<file path="src/hw/rv_pkg.sv">
package rv_pkg;

	localparam int xlen = 32;
	localparam int reg_idx_w = 5;

	localparam logic [6:0] op_lui = 7'b0110111;
	localparam logic [6:0] op_auipc = 7'b0010111;
	localparam logic [6:0] op_jal = 7'b1101111;
	localparam logic [6:0] op_jalr = 7'b1100111;
	localparam logic [6:0] op_branch = 7'b1100011;
	localparam logic [6:0] op_load = 7'b0000011;
	localparam logic [6:0] op_store = 7'b0100011;
	localparam logic [6:0] op_imm = 7'b0010011;
	localparam logic [6:0] op_reg = 7'b0110011;

	localparam logic [2:0] f3_byte = 3'b000;
	localparam logic [2:0] f3_half = 3'b001;
	localparam logic [2:0] f3_word = 3'b010;
	localparam logic [2:0] f3_byteu = 3'b100;
	localparam logic [2:0] f3_halfu = 3'b101;

	typedef logic [xlen-1:0] word_t;

	typedef enum logic [3:0] {
		alu_add, alu_sub, alu_sll, alu_slt, alu_sltu, alu_xor, alu_srl, alu_sra,
		alu_or, alu_and, alu_eq, alu_ne, alu_lt, alu_ge, alu_ltu, alu_geu
	} alu_op_t;

	typedef enum logic [3:0] {
		cls_alu_reg, cls_alu_imm, cls_lui, cls_auipc, cls_jal, cls_jalr,
		cls_branch, cls_load, cls_store, cls_none
	} inst_class_t;

	typedef struct packed {
		logic [6:0] funct7;
		logic [4:0] rs2;
		logic [4:0] rs1;
		logic [2:0] funct3;
		logic [4:0] rd;
		logic [6:0] opcode;
	} r_fmt_t;

	typedef struct packed {
		logic [11:0] imm;
		logic [4:0] rs1;
		logic [2:0] funct3;
		logic [4:0] rd;
		logic [6:0] opcode;
	} i_fmt_t;

	typedef struct packed {
		logic [6:0] imm_hi;
		logic [4:0] rs2;
		logic [4:0] rs1;
		logic [2:0] funct3;
		logic [4:0] imm_lo;
		logic [6:0] opcode;
	} s_fmt_t;

	typedef struct packed {
		logic imm12;
		logic [5:0] imm10_5;
		logic [4:0] rs2;
		logic [4:0] rs1;
		logic [2:0] funct3;
		logic [3:0] imm4_1;
		logic imm11;
		logic [6:0] opcode;
	} b_fmt_t;

	typedef struct packed {
		logic [19:0] imm;
		logic [4:0] rd;
		logic [6:0] opcode;
	} u_fmt_t;

	typedef struct packed {
		logic imm20;
		logic [9:0] imm10_1;
		logic imm11;
		logic [7:0] imm19_12;
		logic [4:0] rd;
		logic [6:0] opcode;
	} j_fmt_t;

	typedef union packed {
		r_fmt_t r_fmt;
		i_fmt_t i_fmt;
		s_fmt_t s_fmt;
		b_fmt_t b_fmt;
		u_fmt_t u_fmt;
		j_fmt_t j_fmt;
	} inst_word_u;

endpackage

</file>
<file path="src/hw/rv_decoder.sv">
`timescale 1ns/1ps

module rv_decoder (
	input logic clk,
	input logic rstn,
	input rv_pkg::inst_word_u inst,
	output logic [rv_pkg::reg_idx_w-1:0] rs1,
	output logic [rv_pkg::reg_idx_w-1:0] rs2,
	output logic [rv_pkg::reg_idx_w-1:0] rd,
	output rv_pkg::word_t imm,
	output rv_pkg::inst_class_t iclass,
	output rv_pkg::alu_op_t alu_op,
	output logic [2:0] funct3
);

	logic [6:0] opcode;
	logic [2:0] f3;
	logic [6:0] f7;
	logic alt;
	logic is_shift;
	logic ld_ok;
	logic st_ok;
	logic br_ok;
	logic reg_ok;
	logic imm_ok;
	rv_pkg::word_t i_imm;
	rv_pkg::word_t s_imm;
	rv_pkg::word_t b_imm;
	rv_pkg::word_t u_imm;
	rv_pkg::word_t j_imm;
	rv_pkg::alu_op_t ar_op;
	rv_pkg::alu_op_t br_op;
	rv_pkg::inst_class_t cls_c;
	rv_pkg::alu_op_t op_c;
	rv_pkg::word_t imm_c;
	logic use_rs1;
	logic use_rs2;
	logic use_rd;

	assign opcode = inst.r_fmt.opcode;
	assign f3 = inst.r_fmt.funct3;
	assign f7 = inst.r_fmt.funct7;
	assign alt = f7[5] && (opcode == rv_pkg::op_reg || f3 == 3'b101); // sub / sra select
	assign is_shift = (f3 == 3'b001) || (f3 == 3'b101);

	assign ld_ok = f3 inside {rv_pkg::f3_byte, rv_pkg::f3_half, rv_pkg::f3_word,
		rv_pkg::f3_byteu, rv_pkg::f3_halfu};
	assign st_ok = f3 inside {rv_pkg::f3_byte, rv_pkg::f3_half, rv_pkg::f3_word};
	assign br_ok = !(f3 inside {3'b010, 3'b011});
	assign reg_ok = (f7 == 7'h00) || (f7 == 7'h20 && (f3 == 3'b000 || f3 == 3'b101));
	assign imm_ok = !is_shift || (f7 == 7'h00) || (f7 == 7'h20 && f3 == 3'b101);

	assign i_imm = {{20{inst.i_fmt.imm[11]}}, inst.i_fmt.imm};
	assign s_imm = {{20{inst.s_fmt.imm_hi[6]}}, inst.s_fmt.imm_hi, inst.s_fmt.imm_lo};
	assign b_imm = {{19{inst.b_fmt.imm12}}, inst.b_fmt.imm12, inst.b_fmt.imm11,
		inst.b_fmt.imm10_5, inst.b_fmt.imm4_1, 1'b0};
	assign u_imm = {inst.u_fmt.imm, 12'd0};
	assign j_imm = {{11{inst.j_fmt.imm20}}, inst.j_fmt.imm20, inst.j_fmt.imm19_12,
		inst.j_fmt.imm11, inst.j_fmt.imm10_1, 1'b0};

	always_comb begin
		case (f3)
			3'b000: ar_op = alt ? rv_pkg::alu_sub : rv_pkg::alu_add;
			3'b001: ar_op = rv_pkg::alu_sll;
			3'b010: ar_op = rv_pkg::alu_slt;
			3'b011: ar_op = rv_pkg::alu_sltu;
			3'b100: ar_op = rv_pkg::alu_xor;
			3'b101: ar_op = alt ? rv_pkg::alu_sra : rv_pkg::alu_srl;
			3'b110: ar_op = rv_pkg::alu_or;
			default: ar_op = rv_pkg::alu_and;
		endcase
		case (f3)
			3'b000: br_op = rv_pkg::alu_eq;
			3'b001: br_op = rv_pkg::alu_ne;
			3'b100: br_op = rv_pkg::alu_lt;
			3'b101: br_op = rv_pkg::alu_ge;
			3'b110: br_op = rv_pkg::alu_ltu;
			default: br_op = rv_pkg::alu_geu;
		endcase
	end

	always_comb begin
		cls_c = rv_pkg::cls_none; // undefined encodings fall through as no-ops
		op_c = rv_pkg::alu_add;
		imm_c = '0;
		use_rs1 = 1'b0;
		use_rs2 = 1'b0;
		use_rd = 1'b0;
		case (opcode)
			rv_pkg::op_lui, rv_pkg::op_auipc: begin
				cls_c = (opcode == rv_pkg::op_lui) ? rv_pkg::cls_lui : rv_pkg::cls_auipc;
				imm_c = u_imm;
				use_rd = 1'b1;
			end
			rv_pkg::op_jal: begin
				cls_c = rv_pkg::cls_jal;
				imm_c = j_imm;
				use_rd = 1'b1;
			end
			rv_pkg::op_jalr: begin
				if (f3 == 3'b000) begin
					cls_c = rv_pkg::cls_jalr;
					imm_c = i_imm;
					use_rs1 = 1'b1;
					use_rd = 1'b1;
				end
			end
			rv_pkg::op_branch: begin
				if (br_ok) begin
					cls_c = rv_pkg::cls_branch;
					op_c = br_op;
					imm_c = b_imm;
					use_rs1 = 1'b1;
					use_rs2 = 1'b1;
				end
			end
			rv_pkg::op_load: begin
				if (ld_ok) begin
					cls_c = rv_pkg::cls_load;
					imm_c = i_imm;
					use_rs1 = 1'b1;
					use_rd = 1'b1;
				end
			end
			rv_pkg::op_store: begin
				if (st_ok) begin
					cls_c = rv_pkg::cls_store;
					imm_c = s_imm;
					use_rs1 = 1'b1;
					use_rs2 = 1'b1;
				end
			end
			rv_pkg::op_imm: begin
				if (imm_ok) begin
					cls_c = rv_pkg::cls_alu_imm;
					op_c = ar_op;
					imm_c = is_shift ? {27'd0, inst.r_fmt.rs2} : i_imm; // shamt
					use_rs1 = 1'b1;
					use_rd = 1'b1;
				end
			end
			rv_pkg::op_reg: begin
				if (reg_ok) begin
					cls_c = rv_pkg::cls_alu_reg;
					op_c = ar_op;
					use_rs1 = 1'b1;
					use_rs2 = 1'b1;
					use_rd = 1'b1;
				end
			end
			default: begin
			end
		endcase
	end

	always_ff @(posedge clk) begin
		if (!rstn) begin
			iclass <= rv_pkg::cls_none;
			alu_op <= rv_pkg::alu_add;
			rs1 <= '0;
			rs2 <= '0;
			rd <= '0;
		end else begin
			iclass <= cls_c;
			alu_op <= op_c;
			rs1 <= use_rs1 ? inst.r_fmt.rs1 : '0;
			rs2 <= use_rs2 ? inst.r_fmt.rs2 : '0;
			rd <= use_rd ? inst.r_fmt.rd : '0;
		end
	end

	always_ff @(posedge clk) begin
		imm <= imm_c;
		funct3 <= f3;
	end

endmodule

</file>
<file path="src/hw/rv_regfile.sv">
`timescale 1ns/1ps

module rv_regfile (
	input logic clk,
	input logic rstn,
	input logic [rv_pkg::reg_idx_w-1:0] rs1_idx,
	input logic [rv_pkg::reg_idx_w-1:0] rs2_idx,
	input logic [rv_pkg::reg_idx_w-1:0] rd_idx,
	input logic rd_en,
	input rv_pkg::word_t rd_data,
	output rv_pkg::word_t rs1_data,
	output rv_pkg::word_t rs2_data
);

	rv_pkg::word_t regs [1:31]; // x0 has no storage

	always_ff @(posedge clk) begin
		if (!rstn) begin
			for (int i = 1; i < 32; i++) begin
				regs[i] <= '0;
			end
		end else if (rd_en && rd_idx != '0) begin
			regs[rd_idx] <= rd_data;
		end
	end

	always_ff @(posedge clk) begin
		rs1_data <= (rs1_idx == '0) ? '0 : regs[rs1_idx];
		rs2_data <= (rs2_idx == '0) ? '0 : regs[rs2_idx];
	end

endmodule

</file>
<file path="src/hw/rv_alu.sv">
`timescale 1ns/1ps

module rv_alu (
	input logic clk,
	input logic rstn,
	input rv_pkg::alu_op_t op,
	input rv_pkg::word_t src1,
	input rv_pkg::word_t src2,
	output rv_pkg::word_t result
);

	logic [4:0] shamt;
	rv_pkg::word_t sum_r;
	rv_pkg::word_t diff_r;
	rv_pkg::word_t sll_r;
	rv_pkg::word_t srl_r;
	rv_pkg::word_t sra_r;
	rv_pkg::word_t xor_r;
	rv_pkg::word_t or_r;
	rv_pkg::word_t and_r;
	logic eq_r;
	logic lts_r;
	logic ltu_r;
	rv_pkg::alu_op_t op_d;

	assign shamt = src2[4:0];

	// stage 1, every candidate at once
	always_ff @(posedge clk) begin
		sum_r <= src1 + src2;
		diff_r <= src1 - src2;
		sll_r <= src1 << shamt;
		srl_r <= src1 >> shamt;
		sra_r <= $signed(src1) >>> shamt;
		xor_r <= src1 ^ src2;
		or_r <= src1 | src2;
		and_r <= src1 & src2;
		eq_r <= (src1 == src2);
		lts_r <= ($signed(src1) < $signed(src2));
		ltu_r <= (src1 < src2);
	end

	always_ff @(posedge clk) begin
		if (!rstn) begin
			op_d <= rv_pkg::alu_add;
		end else begin
			op_d <= op;
		end
	end

	always_ff @(posedge clk) begin
		case (op_d)
			rv_pkg::alu_add: result <= sum_r;
			rv_pkg::alu_sub: result <= diff_r;
			rv_pkg::alu_sll: result <= sll_r;
			rv_pkg::alu_slt: result <= {31'd0, lts_r};
			rv_pkg::alu_sltu: result <= {31'd0, ltu_r};
			rv_pkg::alu_xor: result <= xor_r;
			rv_pkg::alu_srl: result <= srl_r;
			rv_pkg::alu_sra: result <= sra_r;
			rv_pkg::alu_or: result <= or_r;
			rv_pkg::alu_and: result <= and_r;
			rv_pkg::alu_eq: result <= {31'd0, eq_r};
			rv_pkg::alu_ne: result <= {31'd0, !eq_r};
			rv_pkg::alu_lt: result <= {31'd0, lts_r};
			rv_pkg::alu_ge: result <= {31'd0, !lts_r};
			rv_pkg::alu_ltu: result <= {31'd0, ltu_r};
			default: result <= {31'd0, !ltu_r}; // geu
		endcase
	end

endmodule

</file>
<file path="src/hw/rv_mem_port.sv">
`timescale 1ns/1ps

module rv_mem_port (
	input logic clk,
	input logic rstn,
	input logic rd_req,
	input logic wr_req,
	input rv_pkg::word_t addr,
	input logic [2:0] funct3,
	input rv_pkg::word_t wdata_in,
	output logic done,
	output rv_pkg::word_t rdata_out,
	output rv_pkg::word_t araddr,
	output logic arvalid,
	input logic arready,
	input rv_pkg::word_t rdata,
	input logic rvalid,
	output logic rready,
	output rv_pkg::word_t awaddr,
	output logic awvalid,
	input logic awready,
	output rv_pkg::word_t wdata,
	output logic [3:0] wstrb,
	output logic wvalid,
	input logic wready,
	input logic bvalid,
	output logic bready
);

	typedef enum logic [2:0] {ps_idle, ps_ar, ps_r, ps_aw_w, ps_b} port_state_t;

	port_state_t pstate;
	logic [1:0] lane_r;
	logic [2:0] f3_r;
	logic aw_done;
	logic w_done;
	rv_pkg::word_t shifted;
	rv_pkg::word_t load_ext;
	rv_pkg::word_t wdata_c;
	logic [3:0] strb_c;

	assign aw_done = !awvalid || awready;
	assign w_done = !wvalid || wready;

	always_comb begin
		shifted = rdata >> {lane_r, 3'b000}; // addressed lane down to bit 0
		case (f3_r)
			rv_pkg::f3_byte: load_ext = {{24{shifted[7]}}, shifted[7:0]};
			rv_pkg::f3_half: load_ext = {{16{shifted[15]}}, shifted[15:0]};
			rv_pkg::f3_byteu: load_ext = {24'd0, shifted[7:0]};
			rv_pkg::f3_halfu: load_ext = {16'd0, shifted[15:0]};
			default: load_ext = rdata;
		endcase
	end

	always_comb begin
		case (funct3)
			rv_pkg::f3_byte: begin
				wdata_c = {4{wdata_in[7:0]}};
				strb_c = 4'b0001 << addr[1:0];
			end
			rv_pkg::f3_half: begin
				wdata_c = {2{wdata_in[15:0]}};
				strb_c = addr[1] ? 4'b1100 : 4'b0011;
			end
			default: begin
				wdata_c = wdata_in;
				strb_c = 4'b1111;
			end
		endcase
	end

	always_ff @(posedge clk) begin
		if (!rstn) begin
			pstate <= ps_idle;
			arvalid <= 1'b0;
			rready <= 1'b0;
			awvalid <= 1'b0;
			wvalid <= 1'b0;
			bready <= 1'b0;
			done <= 1'b0;
		end else begin
			done <= 1'b0;
			case (pstate)
				ps_idle: begin
					if (rd_req) begin
						arvalid <= 1'b1;
						pstate <= ps_ar;
					end else if (wr_req) begin
						awvalid <= 1'b1;
						wvalid <= 1'b1;
						pstate <= ps_aw_w;
					end
				end
				ps_ar: begin
					if (arready) begin
						arvalid <= 1'b0;
						rready <= 1'b1;
						pstate <= ps_r;
					end
				end
				ps_r: begin
					if (rvalid) begin
						rready <= 1'b0;
						done <= 1'b1;
						pstate <= ps_idle;
					end
				end
				ps_aw_w: begin
					if (awready) begin
						awvalid <= 1'b0;
					end
					if (wready) begin
						wvalid <= 1'b0;
					end
					if (aw_done && w_done) begin // either order
						bready <= 1'b1;
						pstate <= ps_b;
					end
				end
				default: begin
					if (bvalid) begin
						bready <= 1'b0;
						done <= 1'b1;
						pstate <= ps_idle;
					end
				end
			endcase
		end
	end

	always_ff @(posedge clk) begin
		if (rd_req || wr_req) begin
			lane_r <= addr[1:0];
			f3_r <= funct3;
		end
		if (rd_req) begin
			araddr <= {addr[rv_pkg::xlen-1:2], 2'b00};
		end
		if (wr_req) begin
			awaddr <= {addr[rv_pkg::xlen-1:2], 2'b00};
			wdata <= wdata_c;
			wstrb <= strb_c;
		end
		if (rvalid && rready) begin
			rdata_out <= load_ext;
		end
	end

endmodule

</file>
<file path="src/hw/rv_core.sv">
`timescale 1ns/1ps

module rv_core (
	input logic clk,
	input logic rstn,
	output rv_pkg::word_t araddr,
	output logic arvalid,
	input logic arready,
	input rv_pkg::word_t rdata,
	input logic rvalid,
	output logic rready,
	output rv_pkg::word_t awaddr,
	output logic awvalid,
	input logic awready,
	output rv_pkg::word_t wdata,
	output logic [3:0] wstrb,
	output logic wvalid,
	input logic wready,
	input logic bvalid,
	output logic bready
);

	typedef enum logic [2:0] {
		st_wait, st_fetch, st_decode, st_read, st_exec1, st_exec2, st_mem, st_write
	} core_state_t;

	core_state_t state;
	rv_pkg::word_t pc;
	rv_pkg::inst_word_u inst_reg;
	rv_pkg::word_t load_data;
	logic mem_busy;

	logic [rv_pkg::reg_idx_w-1:0] rs1;
	logic [rv_pkg::reg_idx_w-1:0] rs2;
	logic [rv_pkg::reg_idx_w-1:0] rd;
	rv_pkg::word_t imm;
	rv_pkg::inst_class_t iclass;
	rv_pkg::alu_op_t alu_op;
	logic [2:0] funct3;
	rv_pkg::word_t rs1_data;
	rv_pkg::word_t rs2_data;
	rv_pkg::word_t alu_src2;
	rv_pkg::word_t alu_result;

	logic is_load;
	logic is_store;
	logic rd_req;
	logic wr_req;
	logic mem_done;
	rv_pkg::word_t mem_addr;
	logic [2:0] mem_f3;
	rv_pkg::word_t mem_rdata;

	rv_pkg::word_t pc_plus4;
	rv_pkg::word_t pc_plus_imm;
	rv_pkg::word_t jalr_sum;
	rv_pkg::word_t next_pc;
	rv_pkg::word_t wb_data;
	logic rd_en;

	rv_decoder u_decoder (
		.clk(clk), .rstn(rstn), .inst(inst_reg),
		.rs1(rs1), .rs2(rs2), .rd(rd), .imm(imm),
		.iclass(iclass), .alu_op(alu_op), .funct3(funct3)
	);

	rv_regfile u_regfile (
		.clk(clk), .rstn(rstn), .rs1_idx(rs1), .rs2_idx(rs2), .rd_idx(rd),
		.rd_en(rd_en), .rd_data(wb_data), .rs1_data(rs1_data), .rs2_data(rs2_data)
	);

	rv_alu u_alu (
		.clk(clk), .rstn(rstn), .op(alu_op),
		.src1(rs1_data), .src2(alu_src2), .result(alu_result)
	);

	rv_mem_port u_mem_port (
		.clk(clk), .rstn(rstn), .rd_req(rd_req), .wr_req(wr_req),
		.addr(mem_addr), .funct3(mem_f3), .wdata_in(rs2_data),
		.done(mem_done), .rdata_out(mem_rdata),
		.araddr(araddr), .arvalid(arvalid), .arready(arready),
		.rdata(rdata), .rvalid(rvalid), .rready(rready),
		.awaddr(awaddr), .awvalid(awvalid), .awready(awready),
		.wdata(wdata), .wstrb(wstrb), .wvalid(wvalid), .wready(wready),
		.bvalid(bvalid), .bready(bready)
	);

	assign is_load = (iclass == rv_pkg::cls_load);
	assign is_store = (iclass == rv_pkg::cls_store);
	assign alu_src2 = (iclass == rv_pkg::cls_alu_reg || iclass == rv_pkg::cls_branch) ?
		rs2_data : imm;

	// one request per fetch or data access
	assign rd_req = !mem_busy && (state == st_fetch || (state == st_mem && is_load));
	assign wr_req = !mem_busy && state == st_mem && is_store;
	assign mem_addr = (state == st_fetch) ? pc : alu_result; // alu adds rs1 + imm
	assign mem_f3 = (state == st_fetch) ? rv_pkg::f3_word : funct3;

	assign pc_plus4 = pc + 32'd4;
	assign pc_plus_imm = pc + imm;
	assign jalr_sum = rs1_data + imm;
	assign rd_en = (state == st_write); // rd is zero for non-writing classes

	always_comb begin
		case (iclass)
			rv_pkg::cls_lui: wb_data = imm;
			rv_pkg::cls_auipc: wb_data = pc_plus_imm;
			rv_pkg::cls_load: wb_data = load_data;
			rv_pkg::cls_jal, rv_pkg::cls_jalr: wb_data = pc_plus4;
			default: wb_data = alu_result;
		endcase
		case (iclass)
			rv_pkg::cls_jal: next_pc = pc_plus_imm;
			rv_pkg::cls_jalr: next_pc = {jalr_sum[rv_pkg::xlen-1:1], 1'b0};
			rv_pkg::cls_branch: next_pc = (alu_result != '0) ? pc_plus_imm : pc_plus4;
			default: next_pc = pc_plus4;
		endcase
	end

	always_ff @(posedge clk) begin
		if (!rstn) begin
			state <= st_wait;
			pc <= '0;
			inst_reg <= '0;
			mem_busy <= 1'b0;
		end else begin
			if (rd_req || wr_req) begin
				mem_busy <= 1'b1;
			end else if (mem_done) begin
				mem_busy <= 1'b0;
			end
			case (state)
				st_wait: state <= st_fetch;
				st_fetch: begin
					if (mem_done) begin
						inst_reg <= mem_rdata;
						state <= st_decode;
					end
				end
				st_decode: state <= st_read;
				st_read: state <= st_exec1;
				st_exec1: state <= st_exec2;
				st_exec2: state <= (is_load || is_store) ? st_mem : st_write;
				st_mem: begin
					if (mem_done) begin
						state <= st_write;
					end
				end
				default: begin
					pc <= next_pc;
					state <= st_fetch;
				end
			endcase
		end
	end

	always_ff @(posedge clk) begin
		if (state == st_mem && mem_done) begin
			load_data <= mem_rdata;
		end
	end

endmodule

</file>
<file path="config.mk">
export PLATFORM = sky130hd
export DESIGN_NAME = rv_core
export DESIGN_NICKNAME = d
export VERILOG_FILES = /design/src/hw/rv_pkg.sv /design/src/hw/rv_decoder.sv /design/src/hw/rv_regfile.sv /design/src/hw/rv_alu.sv /design/src/hw/rv_mem_port.sv /design/src/hw/rv_core.sv
export SDC_FILE = /design/constraint.sdc
export NUM_CORES = 2
export LEC_CHECK = 0
export BUFFER_PORTS_ARGS = -buffer_cell sky130_fd_sc_hd__buf_2
export CAP_MARGIN = 10
export CORE_ASPECT_RATIO = 0.5
export CORE_MARGIN = 2
export CORE_UTILIZATION = 50
export DETAILED_ROUTE_END_ITERATION = 10
export HOLD_SLACK_MARGIN = 0.02
export PLACE_DENSITY = 0.66
export SLEW_MARGIN = 20
export SYNTH_ARGS = -nofsm -noshare
export SYNTH_HDL_FRONTEND = slang
export SYNTH_SLANG_ARGS = --single-unit
</file>
<file path="constraint.sdc">
create_clock -name clk -period 6.6 [get_ports clk]
set_clock_uncertainty 0.2 [all_clocks]
set_input_delay 0 -clock clk [delete_from_list [all_inputs] [get_ports clk]]
set_output_delay 0 -clock clk [all_outputs]
set_load 0.05 [all_outputs]
</file>
* Word-level counts from Yosys, hierarchy flattened *
Memory sizes are Yosys's and may differ from the RTL's. A register that Yosys moved wholly into a read port is not among the register bits.
Cells that the tools add are included.

word-level totals
  word-level logic and storage cells = 271
  input bits = 39
  output and inout port bits = 105
  register bits = 595
  bits in writable memories = 992
  memories = 1

memories
  name            depth  bits a word  read ports  clocked after memory_dff  write ports  RTL line          text
  u_regfile.regs  31     32           2           2                         31           rv_regfile.sv:15  rv_pkg::word_t regs [1:31];

operators by class
  bitwise logic cells = 4
  shift operators = 5
  reductions and logical operators = 71
  multiplexer cells = 81
  equality and inequality tests = 63
  add/subtract/negate cells = 5
  order comparisons = 2

operators with widths
  operator                                                               count
  32-bit case mux with 13 select lines                                   1
  32-bit two-way mux                                                     10
  32-bit case mux with 4 select lines                                    2
  32-bit case mux with 7 select lines                                    1
  32-bit adder                                                           3
  32-bit case mux with 3 select lines                                    1
  32-bit less-than comparator                                            2
  32-bit case mux with 2 select lines                                    1
  4-bit two-way mux                                                      9
  32-bit by 3-bit adder with 32-bit output, second input constant        1
  32-bit AND                                                             1
  32-bit equality test                                                   1
  4-bit by 3-bit equality test with 1-bit output, second input constant  8
  4-bit equality test, second input constant                             8
  32-bit OR                                                              1
  4-bit case mux with 8 select lines                                     1
  32-bit nonzero test                                                    1
  32-bit OR reduction                                                    1
  32-bit by 5-bit left shift with 32-bit output                          1
  32-bit by 5-bit right shift with 16-bit output                         1
  32-bit by 5-bit right shift with 32-bit output                         1
  32-bit by 5-bit >>> shifter with 32-bit output                         1
  32-bit subtractor                                                      1
  32-bit XOR                                                             1
  other kinds (44)                                                       172

* Longest topological paths before layout *
  word-level depth = 8
  mapped depth = 20

* Cells and area by module *
A second synthesis with hierarchy kept.

second synthesis, totals
  cells, all modules = 7,310
  area, all modules = 88,872.7 sq um

modules (own cells, without submodules)
  module       instances  seq. area each (sq um)  area each (sq um)  cells each
  rv_regfile   1          32,030.7                56,206.4           3,818
  rv_alu       1          5,845.6                 14,996.9           1,710
  rv_core      1          2,322.2                 9,686.8            1,188
  rv_mem_port  1          4,174.0                 5,630.4            358
  rv_decoder   1          1,161.1                 2,352.3            236

* Worst setup path before layout *
No wires, ideal clock.

  path type = register to register
  start point = reg u_decoder.iclass[1]
  end point = reg u_mem_port.awaddr[10] (enable)
  setup slack = 1,944 ps
  data arrival time = 3,961 ps
  clock period less this slack = 4,656 ps
  path buffers = 2
  stages on the path, launching flop included = 6
  required time = 5,905 ps
  cells stage by stage = dfxtp_1 -> buf_4 -> clkbuf_1 -> nor4b_1 -> nand3_1 -> nor2_1

on the way
  word-level cells in the longest chain between the ends = 2

ends and longest elaborated chain
  what                    RTL line            text
  start, declared         rv_decoder.sv:11    output rv_pkg::inst_class_t iclass,
  start signal, assigned  rv_decoder.sv:158   iclass <= rv_pkg::cls_none;
  start signal, assigned  rv_decoder.sv:164   iclass <= cls_c;
  4-bit equality test     rv_core.sv:89       assign is_store = (iclass == rv_pkg::cls_store);
  1-bit logical AND       rv_core.sv:95       assign wr_req = !mem_busy && state == st_mem && is_store;
  via u_mem_port.wr_req   rv_mem_port.sv:7    input logic wr_req,
  end signal, assigned    rv_mem_port.sv:141  awaddr <= {addr[rv_pkg::xlen-1:2], 2'b00};
  end, declared           rv_mem_port.sv:19   output rv_pkg::word_t awaddr,

The timed path passes the listed nets, and every way through them passes these cells.
A chain may end at the register's enable or synchronous reset.

* Worst setup path after layout *
  start point = reg u_decoder.iclass[0]
  end point = reg u_alu.diff_r[31]

on the way
  word-level cells in the longest chain between the ends = 4

ends and longest elaborated chain
  what                                                                                 RTL line       text
  4-bit by 3-bit equality test with 1-bit output or 4-bit logical NOT (tied branches)  rv_core.sv:90  assign alu_src2 = (iclass == rv_pkg::cls_alu_reg || iclass == rv_pkg::cls_branch) ?
  1-bit logical OR *                                                                   rv_core.sv:90
  32-bit two-way mux *                                                                 rv_core.sv:90
  32-bit subtractor *                                                                  rv_alu.sv:31   diff_r <= src1 - src2;
  end signal, assigned                                                                 rv_alu.sv:31
  end, declared                                                                        rv_alu.sv:14   rv_pkg::word_t diff_r;

Mark *: on every way between the ends. The rest lies on a longest branch, timed or not.

==> impl_metrics.py <==
metrics = {
    "timing": {
        "fmax_mhz": 186.1,
        "fin_tns_setup_ns": 0,
        "setup_violations": 0,
        "relSlewSlack_pct": 15.78,
        "tightest_slew_ns": 1.256,
        "final_hold_viol_count": 0,
        "final.period_utilization_pct": 81.41,
        "final_max_slew_viol_count": 0,
        "fin_crit_ns": 5.373,
        "rsz0062_at_grt": "false",
    },
    "finish": {
        "multi_input_area_um2": 36670,
        "area_growth_pct": 11.71,
        "final_layout_size_suffix_gt1_share_pct": 18.51,
        "num-fill-cells": 13850,
        "final_area_um2": 94550,
        "final_nets": 7386,
        "largest_reg_flops": 1024,
        "register_area_um2": 45570,
        "top_register": "u_regfile.regs",
    },
    "pwr": {
        "leakagePower_nw": 32.80,
        "power_switching_mw": 4.938,
        "clkPwrFrac_pct": 43.8,
        "p_sw_share_pct": 22.13,
        "comb_power_share_pct": 4.0,
        "pwr_density_cell_nw_per_um2": 236.0,
        "vdd_drop_max_mv": 0.1533,
        "power.internal_mw": 17.37,
        "p_seq_share_pct": 52.2,
    },
    "synth": {
        "netlist_top_cells_area": "edfxtp_1, dfxtp_1, mux4_2",
        "synth_top_area_share_pct": 42.18,
        "yosysWarnings": 0,
        "synth_edf_count": 1189,
        "synth_common_cells": "nor2_1, edfxtp_1, dfxtp_1",
        "syn-instance-count": 7145,
        "synth.distinct_cells": 106,
        "yosysMostFrequentCell": "nor2_1",
        "synth-async-reset-ratio_pct": 0,
        "avgSynthCellArea_um2": 11.85,
        "ys_ff_latch": 1680,
        "synth_top_area_cell": "edfxtp_1",
        "seq_area_frac_synth_pct": 53.79,
        "ys.flop_type": "edfxtp_1",
        "synth_area_um2": 84650,
    },
    "setup_path": {
        "r2r_cells": 16,
        "worstSetupStartpointType": "register",
        "crit_slowest_cell": "dfxtp_1",
        "arrival_ns": 5.88,
        "cpMostUsedCell": "nand2_1",
        "critPathMaxStageDelay_ns": 0.64,
        "cp.depth": 16,
        "path_buf_inv": 2,
        "crit_fanout": 15,
        "cp-end-kind": "register",
        "crit_type": "reg -> reg",
        "crit_chain": "nor2_1 > nand2_1 > buf_4 > mux2_2 > inv_1 > ha_1 > or3_1 > nor4_2 > nand2_1 > or4_1 > o21ba_2 > nor3_2 > o21a_2 > o31ai_4 > a221oi_2 > xor2_1",
        "required_ns": 7.10,
        "critPathTopFamily": "simple AND/OR/NAND/NOR gates",
    },
    "route": {
        "dr.pass1.iters": 7,
        "drt-initial-drc-count": 10350,
        "drc_errors": 0,
        "vias": 63920,
        "wl_mm": 310.0,
        "vias_per_cell": 6.676,
        "postRouteAntennaNets": 0,
        "wire_per_inst_um": 32.38,
    },
    "clocking": {
        "clkSlewWorstSetupHoldPaths_ns": 0.07,
        "cts_tree": "done",
        "cts.sinks": 1680,
        "clockBufferDepth": 4,
        "hold_buffers": 98,
        "postCtsSetupBuffers": 0,
        "numCtsBuffers": 165,
        "post_cts_resized": 0,
        "cts_root_buffer": "clkbuf_16",
        "clk_latency_ns": 0.83,
        "cts.htree.levels": 4,
    },
    "global_route": {
        "antenna_found_initial": 28,
        "grt_pass1_vias": 60510,
        "grtUsageMet3_pct": 11.98,
        "gr-usage-all-layers_pct": 35.39,
        "grt_pass1_wl_mm": 435.5,
        "grt_use_met1_pct": 48.64,
        "use_met2_pct": 51.30,
        "grt_max_degree": 110,
        "grt_overflow": 0,
        "grt-busiest-layer": "met2",
    },
    "placement": {
        "routabilityCongestion": 0.9955,
        "place_hpwl_mm": 202.4,
        "portBuffers": 139,
        "place_area_um2": 88100,
    },
    "floorplan": {
        "dieWidth_um": 585.9,
        "core_area_um2": 167600,
        "rows": 106,
        "die_h_um": 294.9,
        "design.die.area_um2": 172800,
        "ioPinCount": 144,
        "initial_utilization_pct": 50.49,
    },
    "flow_run": {
        "maxCapViolations": 0,
    },
    "status": {
        "status": "complete, no violations",
    },
    "hold_path": {
        "hp-class": "in -> reg",
        "whs_path_depth": 4,
    },
}
-- through the flow --
step | power (mW) | instances | hold WS, ns | utilization, % | worst slack, ns
finish | 22.31 | 9574 | 0.09209 | 56.40 | 1.227
global route | 22.79 | 9566 | 0.08012 | 56.39 | 0.9568
CTS | 22.28 | 9565 | 0.02196 | 56.36 | 1.310
detailed placement | 12.68 | 9178 | 0.09820 | 52.55 | 1.322
global placement | 12.65 | 9176 | 0.08637 | 52.53 | 1.395
floorplan | 12.35 | 7180 | -0.01287 | - | 1.944
-- logic make-up after synthesis --
group / share of synthesized area [%]
simple gates: 10.83
flops: 53.79
mux: 17.12
buf+inv: 3.734
fa+ha+maj: 2.554
xor+xnor: 1.480
compound gates: 10.48
other cells: 0.004430
-- area by class of cell --
type	instances	share of cell area, %
Multi-Input combinational cell	4705	38.78
Timing Repair Buffer	422	3.483
Inverter	202	0.8072
Clock buffer	217	4.868
Antenna cell	8	0.02117
Sequential cell	1680	48.20
Clock inverter	72	0.8416
Tap cell	2268	3.001
-- worst reg2reg max path: cells and delay by family, from the launching register on --
family | cells | cell delay [ns]
xor+xnor | 1 | 0.15
fa+ha+maj | 1 | 0.40
flops | 1 | 0.64
simple gates | 7 | 2.17
buf+inv | 2 | 0.38
mux | 1 | 0.37
compound gates | 4 | 0.96
-- placed cells by master, fill, tap and decap left out, types with 80 or more instances in the layout --
| master | instances |
|---|---|
| a21oi_1 | 290 |
| a221oi_1 | 88 |
| buf_2 | 139 |
| buf_4 | 168 |
| clkbuf_16 | 172 |
| dfxtp_1 | 481 |
| dlygate4sd3_1 | 98 |
| edfxtp_1 | 1189 |
| ha_1 | 168 |
| inv_1 | 197 |
| mux2_2 | 185 |
| mux2i_1 | 290 |
| mux4_2 | 422 |
| nand2_1 | 329 |
| nor2_1 | 1298 |
| nor3_1 | 151 |
| o21ai_0 | 153 |
| o22ai_1 | 80 |
| xnor2_1 | 86 |
-- worst paths after layout --
path	startpoint	to	slack, ns
worst max-delay path	u_decoder.iclass[0]	u_alu.diff_r[31]	1.23
worst min-delay path	rdata[19]	u_mem_port.rdata_out[3]	0.09
worst max register to register	u_decoder.iclass[0]	u_alu.diff_r[31]	1.23
worst min register to register	u_mem_port.rdata_out[24]	load_data[24]	0.25
-- per-layer routing --
layer	wire (um)	vias up	part of all wire, %
li1	-	26680	-
met4	14690	18	4.7
met5	221	-	0.071
met1	118200	31810	38
met2	130900	4588	42
met3	45950	830	15
-- power by group through the flow --
stage | Sequential, mW | Combinational, mW | Clock, mW
2_1_floorplan | 11.9 | 0.468 | 0
3_3_place_gp | 11.9 | 0.795 | 0
3_5_place_dp | 11.9 | 0.801 | 0
4_1_cts | 11.6 | 0.856 | 9.78
5_1_grt | 11.7 | 0.922 | 10.2
6_report | 11.7 | 0.883 | 9.77
Power figures use the tool's default switching activity.
